==> src/mem_cfg_pkg.sv <==
package mem_cfg_pkg;

    // Word-addressed request bus
    localparam int ADDR_WIDTH   = 32;
    localparam int WORD_WIDTH   = 32;
    localparam int BYTEEN_WIDTH = 4;
    localparam int BYTE_WIDTH   = WORD_WIDTH / BYTEEN_WIDTH;

    // Core tag, widened by one source bit on the memory port
    localparam int CORE_TAG_WIDTH = 6;
    localparam int MEM_TAG_WIDTH  = CORE_TAG_WIDTH + 1;

    // Address map
    // Top address byte selects the shared-memory region
    localparam int              REGION_BITS = 8;
    localparam [REGION_BITS-1:0] SMEM_REGION = 8'hFF;

    // Shared memory remap fields
    localparam int WORD_SEL_BITS    = 4;
    localparam int WARP_BITS        = 2;
    localparam int BANK_ADDR_OFFSET = 6;
    localparam int SMEM_ADDR_WIDTH  = WORD_SEL_BITS + WARP_BITS;
    localparam int SMEM_DEPTH       = 1 << SMEM_ADDR_WIDTH;

    // Performance counters
    localparam int PERF_CTR_BITS = 32;

endpackage
==> src/mem_bus_pkg.sv <==
package mem_bus_pkg;
    import mem_cfg_pkg::*;

    typedef enum logic {
        OP_READ  = 1'b0,
        OP_WRITE = 1'b1
    } req_op_e;

    // Stored as the top bit of the memory tag
    typedef enum logic {
        SRC_FETCH = 1'b0,
        SRC_DATA  = 1'b1
    } mem_src_e;

    typedef logic [PERF_CTR_BITS-1:0] perf_ctr_t;

    typedef struct packed {
        req_op_e                   op;
        logic [ADDR_WIDTH-1:0]     addr;
        logic [BYTEEN_WIDTH-1:0]   byteen;
        logic [WORD_WIDTH-1:0]     data;
        logic [CORE_TAG_WIDTH-1:0] tag;
    } core_req_t;

    typedef struct packed {
        logic [WORD_WIDTH-1:0]     data;
        logic [CORE_TAG_WIDTH-1:0] tag;
    } core_rsp_t;

    typedef struct packed {
        req_op_e                  op;
        logic [ADDR_WIDTH-1:0]    addr;
        logic [BYTEEN_WIDTH-1:0]  byteen;
        logic [WORD_WIDTH-1:0]    data;
        logic [MEM_TAG_WIDTH-1:0] tag;
    } mem_req_t;

    typedef struct packed {
        logic [WORD_WIDTH-1:0]    data;
        logic [MEM_TAG_WIDTH-1:0] tag;
    } mem_rsp_t;

    typedef struct packed {
        perf_ctr_t mem_reads;
        perf_ctr_t mem_writes;
        perf_ctr_t mem_latency;
    } perf_mem_t;

endpackage

==> src/mem_unit.sv <==
module mem_unit
    import mem_cfg_pkg::*, mem_bus_pkg::*;
(
    input  logic      clk,
    input  logic      reset,

    input  core_req_t fetch_req,
    input  logic      fetch_req_valid,
    output logic      fetch_req_ready,
    output core_rsp_t fetch_rsp,
    output logic      fetch_rsp_valid,
    input  logic      fetch_rsp_ready,

    input  core_req_t data_req,
    input  logic      data_req_valid,
    output logic      data_req_ready,
    output core_rsp_t data_rsp,
    output logic      data_rsp_valid,
    input  logic      data_rsp_ready,

    output mem_req_t  mem_req,
    output logic      mem_req_valid,
    input  logic      mem_req_ready,
    input  mem_rsp_t  mem_rsp,
    input  logic      mem_rsp_valid,
    output logic      mem_rsp_ready,

    output perf_mem_t perf
);

    core_req_t smem_req;
    logic      smem_req_valid;
    logic      smem_req_ready;
    core_rsp_t smem_rsp;
    logic      smem_rsp_valid;
    logic      smem_rsp_ready;

    core_req_t ext_req;
    logic      ext_req_valid;
    logic      ext_req_ready;
    core_rsp_t ext_rsp;
    logic      ext_rsp_valid;
    logic      ext_rsp_ready;

    logic      mem_req_fire;
    logic      mem_rsp_fire;

    smem_switch smem_switch_i (
        .clk            (clk),
        .reset          (reset),
        .in_req         (data_req),
        .in_req_valid   (data_req_valid),
        .in_req_ready   (data_req_ready),
        .in_rsp         (data_rsp),
        .in_rsp_valid   (data_rsp_valid),
        .in_rsp_ready   (data_rsp_ready),
        .smem_req       (smem_req),
        .smem_req_valid (smem_req_valid),
        .smem_req_ready (smem_req_ready),
        .smem_rsp       (smem_rsp),
        .smem_rsp_valid (smem_rsp_valid),
        .smem_rsp_ready (smem_rsp_ready),
        .ext_req        (ext_req),
        .ext_req_valid  (ext_req_valid),
        .ext_req_ready  (ext_req_ready),
        .ext_rsp        (ext_rsp),
        .ext_rsp_valid  (ext_rsp_valid),
        .ext_rsp_ready  (ext_rsp_ready)
    );

    shared_mem shared_mem_i (
        .clk       (clk),
        .reset     (reset),
        .req       (smem_req),
        .req_valid (smem_req_valid),
        .req_ready (smem_req_ready),
        .rsp       (smem_rsp),
        .rsp_valid (smem_rsp_valid),
        .rsp_ready (smem_rsp_ready)
    );

    mem_arb mem_arb_i (
        .clk             (clk),
        .reset           (reset),
        .fetch_req       (fetch_req),
        .fetch_req_valid (fetch_req_valid),
        .fetch_req_ready (fetch_req_ready),
        .fetch_rsp       (fetch_rsp),
        .fetch_rsp_valid (fetch_rsp_valid),
        .fetch_rsp_ready (fetch_rsp_ready),
        .data_req        (ext_req),
        .data_req_valid  (ext_req_valid),
        .data_req_ready  (ext_req_ready),
        .data_rsp        (ext_rsp),
        .data_rsp_valid  (ext_rsp_valid),
        .data_rsp_ready  (ext_rsp_ready),
        .mem_req         (mem_req),
        .mem_req_valid   (mem_req_valid),
        .mem_req_ready   (mem_req_ready),
        .mem_rsp         (mem_rsp),
        .mem_rsp_valid   (mem_rsp_valid),
        .mem_rsp_ready   (mem_rsp_ready)
    );

    // Handshakes seen at the memory port
    assign mem_req_fire = mem_req_valid && mem_req_ready;
    assign mem_rsp_fire = mem_rsp_valid && mem_rsp_ready;

    mem_perf mem_perf_i (
        .clk          (clk),
        .reset        (reset),
        .mem_req_fire (mem_req_fire),
        .mem_req_op   (mem_req.op),
        .mem_rsp_fire (mem_rsp_fire),
        .perf         (perf)
    );

endmodule

==> src/mem_perf.sv <==
module mem_perf
    import mem_bus_pkg::*;
(
    input  logic      clk,
    input  logic      reset,
    input  logic      mem_req_fire,
    input  req_op_e   mem_req_op,
    input  logic      mem_rsp_fire,
    output perf_mem_t perf
);

    perf_ctr_t pending_reads;
    logic      rd_fire;
    logic      wr_fire;

    assign rd_fire = mem_req_fire && (mem_req_op == OP_READ);
    assign wr_fire = mem_req_fire && (mem_req_op == OP_WRITE);

    always_ff @(posedge clk) begin
        if (reset) begin
            pending_reads <= '0;
        end else if (rd_fire && !mem_rsp_fire) begin
            pending_reads <= pending_reads + 1'b1;
        end else if (mem_rsp_fire && !rd_fire) begin
            pending_reads <= pending_reads - 1'b1;
        end
    end

    always_ff @(posedge clk) begin
        if (reset) begin
            perf <= '0;
        end else begin
            if (rd_fire) begin
                perf.mem_reads <= perf.mem_reads + 1'b1;
            end
            if (wr_fire) begin
                perf.mem_writes <= perf.mem_writes + 1'b1;
            end
            // Every outstanding read adds one cycle
            perf.mem_latency <= perf.mem_latency + pending_reads;
        end
    end

endmodule

==> src/mem_arb.sv <==
module mem_arb
    import mem_cfg_pkg::*, mem_bus_pkg::*;
(
    input  logic      clk,
    input  logic      reset,

    input  core_req_t fetch_req,
    input  logic      fetch_req_valid,
    output logic      fetch_req_ready,

    output core_rsp_t fetch_rsp,
    output logic      fetch_rsp_valid,
    input  logic      fetch_rsp_ready,

    input  core_req_t data_req,
    input  logic      data_req_valid,
    output logic      data_req_ready,

    output core_rsp_t data_rsp,
    output logic      data_rsp_valid,
    input  logic      data_rsp_ready,

    output mem_req_t  mem_req,
    output logic      mem_req_valid,
    input  logic      mem_req_ready,

    input  mem_rsp_t  mem_rsp,
    input  logic      mem_rsp_valid,
    output logic      mem_rsp_ready
);

    mem_src_e  prio;
    mem_src_e  grant;
    mem_src_e  lock_src;
    logic      lock_valid;
    mem_src_e  rsp_src;
    core_req_t sel_req;

    // Hold the grant while the memory port stalls
    always_comb begin
        if (lock_valid) begin
            grant = lock_src;
        end else if (fetch_req_valid && data_req_valid) begin
            grant = prio;
        end else if (data_req_valid) begin
            grant = SRC_DATA;
        end else begin
            grant = SRC_FETCH;
        end
    end

    assign sel_req = (grant == SRC_DATA) ? data_req : fetch_req;

    always_comb begin
        mem_req.op     = sel_req.op;
        mem_req.addr   = sel_req.addr;
        mem_req.byteen = sel_req.byteen;
        mem_req.data   = sel_req.data;
        mem_req.tag    = {grant, sel_req.tag};
    end

    assign mem_req_valid   = fetch_req_valid || data_req_valid;
    assign fetch_req_ready = mem_req_ready && (grant == SRC_FETCH);
    assign data_req_ready  = mem_req_ready && (grant == SRC_DATA);

    always_ff @(posedge clk) begin
        if (reset) begin
            prio       <= SRC_FETCH;
            lock_valid <= 1'b0;
            lock_src   <= SRC_FETCH;
        end else begin
            lock_valid <= mem_req_valid && !mem_req_ready;
            lock_src   <= grant;
            if (mem_req_valid && mem_req_ready) begin
                prio <= (grant == SRC_FETCH) ? SRC_DATA : SRC_FETCH;
            end
        end
    end

    // Response routed by the source bit
    assign rsp_src = mem_src_e'(mem_rsp.tag[MEM_TAG_WIDTH-1]);

    assign fetch_rsp.data  = mem_rsp.data;
    assign fetch_rsp.tag   = mem_rsp.tag[CORE_TAG_WIDTH-1:0];
    assign data_rsp.data   = mem_rsp.data;
    assign data_rsp.tag    = mem_rsp.tag[CORE_TAG_WIDTH-1:0];
    assign fetch_rsp_valid = mem_rsp_valid && (rsp_src == SRC_FETCH);
    assign data_rsp_valid  = mem_rsp_valid && (rsp_src == SRC_DATA);
    assign mem_rsp_ready   = (rsp_src == SRC_FETCH) ? fetch_rsp_ready : data_rsp_ready;

    a_grant_stable: assert property (
        @(posedge clk) disable iff (reset)
        mem_req_valid && !mem_req_ready |=> mem_req_valid && $stable(mem_req)
    ) else $error("mem_arb: granted request changed before accept");

endmodule

==> src/shared_mem.sv <==
module shared_mem
    import mem_cfg_pkg::*, mem_bus_pkg::*;
(
    input  logic      clk,
    input  logic      reset,

    input  core_req_t req,
    input  logic      req_valid,
    output logic      req_ready,

    output core_rsp_t rsp,
    output logic      rsp_valid,
    input  logic      rsp_ready
);

    logic [WORD_WIDTH-1:0]      mem_array [SMEM_DEPTH];
    logic [SMEM_ADDR_WIDTH-1:0] smem_addr;
    logic                       rsp_stall;
    logic                       req_fire;
    logic                       rd_fire;
    logic                       wr_fire;

    // Warp field above the word select
    assign smem_addr = {req.addr[BANK_ADDR_OFFSET +: WARP_BITS],
                        req.addr[0 +: WORD_SEL_BITS]};

    assign rsp_stall = rsp_valid && !rsp_ready;
    assign req_ready = !rsp_stall;

    assign req_fire = req_valid && req_ready;
    assign rd_fire  = req_fire && (req.op == OP_READ);
    assign wr_fire  = req_fire && (req.op == OP_WRITE);

    always_ff @(posedge clk) begin
        if (wr_fire) begin
            for (int b = 0; b < BYTEEN_WIDTH; b++) begin
                if (req.byteen[b]) begin
                    mem_array[smem_addr][b*BYTE_WIDTH +: BYTE_WIDTH] <=
                        req.data[b*BYTE_WIDTH +: BYTE_WIDTH];
                end
            end
        end
    end

    // Output register loaded on read accept
    always_ff @(posedge clk) begin
        if (rd_fire) begin
            rsp.data <= mem_array[smem_addr];
            rsp.tag  <= req.tag;
        end
    end

    always_ff @(posedge clk) begin
        if (reset) begin
            rsp_valid <= 1'b0;
        end else if (rd_fire) begin
            rsp_valid <= 1'b1;
        end else if (rsp_ready) begin
            rsp_valid <= 1'b0;
        end
    end

    a_no_read_on_stall: assert property (
        @(posedge clk) disable iff (reset)
        rsp_stall |-> !rd_fire
    ) else $error("shared_mem: read accepted while response stalled");

endmodule

==> src/smem_switch.sv <==
module smem_switch
    import mem_cfg_pkg::*, mem_bus_pkg::*;
(
    input  logic      clk,
    input  logic      reset,

    input  core_req_t in_req,
    input  logic      in_req_valid,
    output logic      in_req_ready,

    output core_rsp_t in_rsp,
    output logic      in_rsp_valid,
    input  logic      in_rsp_ready,

    output core_req_t smem_req,
    output logic      smem_req_valid,
    input  logic      smem_req_ready,

    input  core_rsp_t smem_rsp,
    input  logic      smem_rsp_valid,
    output logic      smem_rsp_ready,

    output core_req_t ext_req,
    output logic      ext_req_valid,
    input  logic      ext_req_ready,

    input  core_rsp_t ext_rsp,
    input  logic      ext_rsp_valid,
    output logic      ext_rsp_ready
);

    logic is_smem;

    assign is_smem = (in_req.addr[ADDR_WIDTH-1 -: REGION_BITS] == SMEM_REGION);

    // Same payload on both paths, only one valid
    assign smem_req       = in_req;
    assign ext_req        = in_req;
    assign smem_req_valid = in_req_valid && is_smem;
    assign ext_req_valid  = in_req_valid && !is_smem;
    assign in_req_ready   = is_smem ? smem_req_ready : ext_req_ready;

    // Shared memory wins, external response waits
    assign in_rsp_valid   = smem_rsp_valid || ext_rsp_valid;
    assign in_rsp         = smem_rsp_valid ? smem_rsp : ext_rsp;
    assign smem_rsp_ready = in_rsp_ready;
    assign ext_rsp_ready  = in_rsp_ready && !smem_rsp_valid;

    a_one_path: assert property (
        @(posedge clk) disable iff (reset)
        !(smem_req_valid && ext_req_valid)
    ) else $error("smem_switch: request valid toward both paths");

    // A stalled request keeps its path until it is taken
    a_path_held: assert property (
        @(posedge clk) disable iff (reset)
        smem_req_valid && !smem_req_ready |=> smem_req_valid
    ) else $error("smem_switch: shared-memory request left its path");

endmodule

==> config.mk <==
export PLATFORM = sky130hd
export DESIGN_NAME = mem_unit
export DESIGN_NICKNAME = d
export VERILOG_FILES = /design/src/mem_cfg_pkg.sv /design/src/mem_bus_pkg.sv /design/src/mem_unit.sv /design/src/mem_perf.sv /design/src/mem_arb.sv /design/src/shared_mem.sv /design/src/smem_switch.sv
export SDC_FILE = /design/constraint.sdc
export NUM_CORES = 2
export LEC_CHECK = 0
export ABC_AREA = 0
export BUFFER_PORTS_ARGS = -buffer_cell sky130_fd_sc_hd__buf_4
export CORE_UTILIZATION = 55
export DETAILED_ROUTE_END_ITERATION = 10
export GPL_TIMING_DRIVEN = 0
export HOLD_SLACK_MARGIN = 0.1
export PLACE_DENSITY = 0.7
export SETUP_SLACK_MARGIN = 0.1
export SLEW_MARGIN = 15
export SYNTH_ARGS = -nofsm -noshare
export SYNTH_HDL_FRONTEND = slang
export SYNTH_HIERARCHICAL = 1
export SYNTH_SLANG_ARGS = --single-unit
==> constraint.sdc <==
create_clock -name clk -period 9.83 [get_ports clk]
set_input_delay 1.4745 -clock clk [delete_from_list [all_inputs] [get_ports clk]]
set_output_delay 1.4745 -clock clk [all_outputs]
set_load 0.03 [all_outputs]
# == After elaboration in Yosys (flattened, before gate mapping) ==
# Memories as Yosys holds them, arrays and structs flattened. A register that Yosys moved wholly into a read port is not among the register bits.
# Index checks and enable logic that the tools add are counted.
# totals
inputBits,197
reg_bits,138
output_inout_bits,254
mem_count,1
ram_bits,2048
romBits,0
latchBits,0
word_cells,74
# mem_list
name,words,width,rd,rd_clocked_by_memory_dff,wr,line,source
shared_mem_i.mem_array,64,32,1,1,1,shared_mem.sv:16,logic [WORD_WIDTH-1:0] mem_array [SMEM_DEPTH];
# classes
magnitude_cmp,0
shift,0
div_mod_pow,0
muxes,24
eq_ne,1
n_addsub,5
bitwise_logic,4
n_reduce_logical,30
n_mul,0
# op_table
operator,n
adder 32 x 1 -> 32 bit (second input constant),3
two-way mux 75 bit,1
two-way mux 32 bit,2
two-way mux 38 bit,1
adder 32 bit,1
subtractor 32 x 1 -> 32 bit (second input constant),1
two-way mux 1 bit,20
logical AND 1 bit,19
equality test 8 bit (second input constant),1
zero test 1 bit,7
inverter 1 bit,4
nonzero test 2 bit,2
logical OR 1 bit,2

# == Depth between registers and ports, before layout ==
# logic_depth
ltp_word,13
mapped_depth,21
ltp_nobuf,18

# == By module ==
# Netlist, hierarchy kept.
# modules_own_cells
module,seq_area_each_um2,n_inst,area_each_um2,cells_per_inst
shared_mem,62660.1,1,80061.8,4708
mem_perf,2562.5,1,8055.2,988
smem_switch,0.0,1,1659.1,201
mem_arb,60.1,1,1647.8,179
mem_unit,0.0,1,12.5,2

# == Worst setup path after synthesis ==
# Ideal clock, no wire load.
# synth_timing
kind,input to register
startpoint,in data_req[73] in the netlist's numbering
endpoint,reg mem_perf_i.pending_reads[31]
path_slack_ns,3.808
path_buffers,2
arrival_ns,5.901
setup_ns,0.121
path_stages,20
required_time_ns,9.709
cell_sequence,nand4_1 > nor2_1 > nor2b_1 > nand2b_1 > o21ai_4 > buf_2 > mux2_1 > nor2b_1 > clkbuf_1 > ha_1 > inv_1 > ha_1 > a21o_1 > a21o_1 > a2111oi_0 > o22ai_1 > a21oi_1 > o21ai_1 > mux2i_1 > mux2_2
# synth_rtl
element,line,source
"start, declared",mem_unit.sv:14,"input core_req_t data_req,"
"end signal, assigned",mem_perf.sv:23,pending_reads <= pending_reads + 1'b1;
"end signal, assigned",mem_perf.sv:25,pending_reads <= pending_reads - 1'b1;
"end, declared",mem_perf.sv:12,perf_ctr_t pending_reads;

# == Worst setup path in the final report ==
# layout_timing
startpoint,in data_req[73] in the netlist's numbering
endpoint,reg mem_perf_i.pending_reads[31]
# layout_via
elab_chain_len,12
elab_cells_between_ends,17
cone_classes,eq/ne (1); mux (5); bitwise (1); reduce/logical (10)
# layout_rtl
element,line,source
equality test 8 bit (*),smem_switch.sv:34,assign is_smem = (in_req.addr[ADDR_WIDTH-1 -: REGION_BITS] == SMEM_REGION);
zero test 1 bit (*),smem_switch.sv:40,assign ext_req_valid = in_req_valid && !is_smem;
logical AND 1 bit (*),smem_switch.sv:40,
net ext_req_valid,mem_unit.sv:39,logic ext_req_valid;
two-way mux 1 bit or logical AND 1 bit (tied branches),"mem_arb.sv:45, mem_arb.sv:43",
two-way mux 1 bit,mem_arb.sv:43,end else if (fetch_req_valid && data_req_valid) begin
two-way mux 1 bit,mem_arb.sv:41,if (lock_valid) begin
two-way mux 75 bit,mem_arb.sv:52,assign sel_req = (grant == SRC_DATA) ? data_req : fetch_req;
inverter 1 bit,mem_perf.sv:16,assign rd_fire = mem_req_fire && (mem_req_op == OP_READ);
logical AND 1 bit (*),mem_perf.sv:16,
zero test 1 bit,mem_perf.sv:24,end else if (mem_rsp_fire && !rd_fire) begin
logical AND 1 bit,mem_perf.sv:24,
nonzero test 2 bit (no source line),--,
# Mark *: on every way through the listed nets, which the timed path passes. The rest lies on a longest branch.
# A chain may end at the register's enable or synchronous reset.

==> impl_metrics.json <==
{
  "drtPass1Iterations": 9,
  "die-area_um2": 167500,
  "yosys_warnings": 6,
  "skew_ns": 0.07471,
  "clk_latency_ns": 0.91,
  "placed_area_um2": 96890,
  "track_usage": 0.3923,
  "vias": 62140,
  "drc_errors": 0,
  "clockBufferDepth": 3,
  "grt_pass1_vias": 58270,
  "power_leakage_uw": 0.03460,
  "layout.nets": 6901,
  "core_um2": 164800,
  "cts_tree": "built",
  "worstMarginPinSlew_ns": 1.496,
  "port_buffers": 345,
  "hp-class": "flip-flop to flip-flop",
  "finalSetupTns_ns": 0,
  "area_growth_pct": 13.82,
  "crit_type": "input port to flip-flop",
  "irDropWorstVdd_mv": 0.2050,
  "hpwl_um": 233000,
  "via_per_inst": 6.887,
  "design_area_um2": 103900,
  "netlist_area_um2": 91240,
  "syn_inst": 6052,
  "antenna_found_initial": 30,
  "cts_buffers": 215,
  "timing.final.crit_share": 0.6915,
  "final-hold-violation-count": 0,
  "syn_area_per_cell_um2": 15.08,
  "arrival_ns": 7.54,
  "die_w_um": 409.3,
  "ctsHoldBuffers": 0,
  "maxCapViolations": 0,
  "grt_overflow": 0,
  "fmax_mhz": 147.1,
  "ios": 451,
  "clockRootBuffer": "clkbuf_16",
  "max_slew_margin": 0.002815,
  "critical_path_required_ns": 10.57,
  "p_per_area_nw_per_um2": 206.5,
  "rsz0062_at_grt": "false",
  "grt_start_max_net_pins": 65,
  "fillers": 12010,
  "wl_um": 334900,
  "cts-htree-levels": 4,
  "drive_above_1_share": 0.1825,
  "status": "finished clean",
  "syn-num-nets": 6317,
  "ant_nets": 0,
  "die_y_um": 409.3,
  "cts_resized": 0,
  "drtIter0Drc": 10900,
  "routabilityCongestion": 1.061,
  "clkSinkCount": 2218,
  "start_util": 0.5536,
  "post-cts-setup-buffer-count": 0,
  "setup_viol": 0,
  "post-route-min-period_ns": 6.797,
  "crit_fanout": 33,
  "wl_per_cell_um": 37.11,
  "path_clk_slew_ns": 0.06,
  "worstSetupEndpointType": "flip-flop",
  "drv_slew": 0,
  "cp-start-kind": "input port",
  "rows": 149,
  "grt_pass1_wl_um": 451900
}
-- state kept, by name, indices dropped and copies added (netlist names) --
register	flops
mem_perf_i/pending_reads	32
shared_mem_i/mem_array	2048
mem_arb_i/lock_valid	1
mem_arb_i/lock_src	1
mem_arb_i/prio	1
shared_mem_i/rsp	38
shared_mem_i/rsp_valid	1
mem_perf_i/perf	96
-- critical path, stage by stage --
cell	delay, ns
buf_4	0.13
nand4_1	0.10
nor2_1	0.13
nor2b_1	0.22
nand2b_1	0.12
o21ai_4	0.36
buf_2	0.49
mux2_1	0.66
nor2b_1	0.20
clkbuf_1	0.34
ha_1	0.31
inv_2	0.32
ha_1	0.50
a21oi_2	0.26
o211ai_1	0.13
a211oi_1	0.42
a21oi_1	0.19
a21oi_1	0.35
o21ai_1	0.22
mux2i_1	0.20
mux2_2	0.34
-- power by group --
part	switching, uW	internal (uW)	leakage (uW)
clock network	3620	4420	0.00329
registers	99.6	10400	0.0198
logic	1910	972	0.0115
-- area by class of cell --
cell class,instances,area (um^2),share of cell area
flip-flops and latches,2218,65280,0.6286
multi-input cells,3200,22680,0.2184
clock buffers,278,5648,0.05438
plain buffers,608,3387,0.03261
repair buffers,367,2794,0.02690
well taps,2189,2739,0.02637
clock inverters,120,1184,0.01140
inverters,26,97.59,0.0009397
diodes,17,42.54,0.0004096
-- placed cells by master (no fill, tap or decap), types with 32 or more instances in the layout --
master	instances
edfxtp_1	2086
a221oi_1	179
nand3_1	53
o22ai_1	191
o21ai_0	108
nor2_1	535
a211oi_1	36
a22o_1	71
a22oi_1	457
nand2_1	206
dfxtp_1	132
buf_2	108
a31oi_1	46
clkbuf_16	216
buf_4	590
mux2i_1	210
clkinv_1	52
a21o_1	36
mux2_1	75
buf_1	43
ha_1	66
nor3_1	32
clkbuf_1	262
mux2_2	126
xor2_1	60
nand4_1	43
xnor2_1	33
a21oi_1	194
-- final timing paths --
path / start / to / slack (ns) / cells after the start
max: data_req[73] / mem_perf_i/pending_reads[31] / 3.03 / 21
min: mem_perf_i/pending_reads[2] / mem_perf_i/pending_reads[2] / 0.50 / 2
max reg2reg: mem_arb_i/lock_valid / mem_perf_i/pending_reads[31] / 3.85 / 17
min reg2reg: mem_perf_i/pending_reads[2] / mem_perf_i/pending_reads[2] / 0.50 / 2
-- layer usage --
layer	track usage	wire, um	vias to the layer above
met4	0.2638	26710	18
met2	0.5712	143900	5227
met5	0.001724	204	-
li1	-	-	25050
met3	0.1443	51100	1022
met1	0.4904	113000	30820
-- metrics by stage --
stage / hold slack, ns / util / instances / power, uW / setup WS, ns
6_report: 0.4974 / 0.6302 / 9023 / 21450 / 3.033
3_3_place_gp: 0.4732 / 0.5860 / 8586 / 13450 / 1.741
5_1_grt: 0.5282 / 0.6300 / 9010 / 21960 / 2.708
2_1_floorplan: 0.4599 / - / 6052 / 12470 / 3.808
4_1_cts: 0.4944 / 0.6294 / 9002 / 21370 / 2.585
3_5_place_dp: 0.4843 / 0.5879 / 8604 / 13500 / 1.707
No activity file was read; power rests on OpenSTA's default activity.
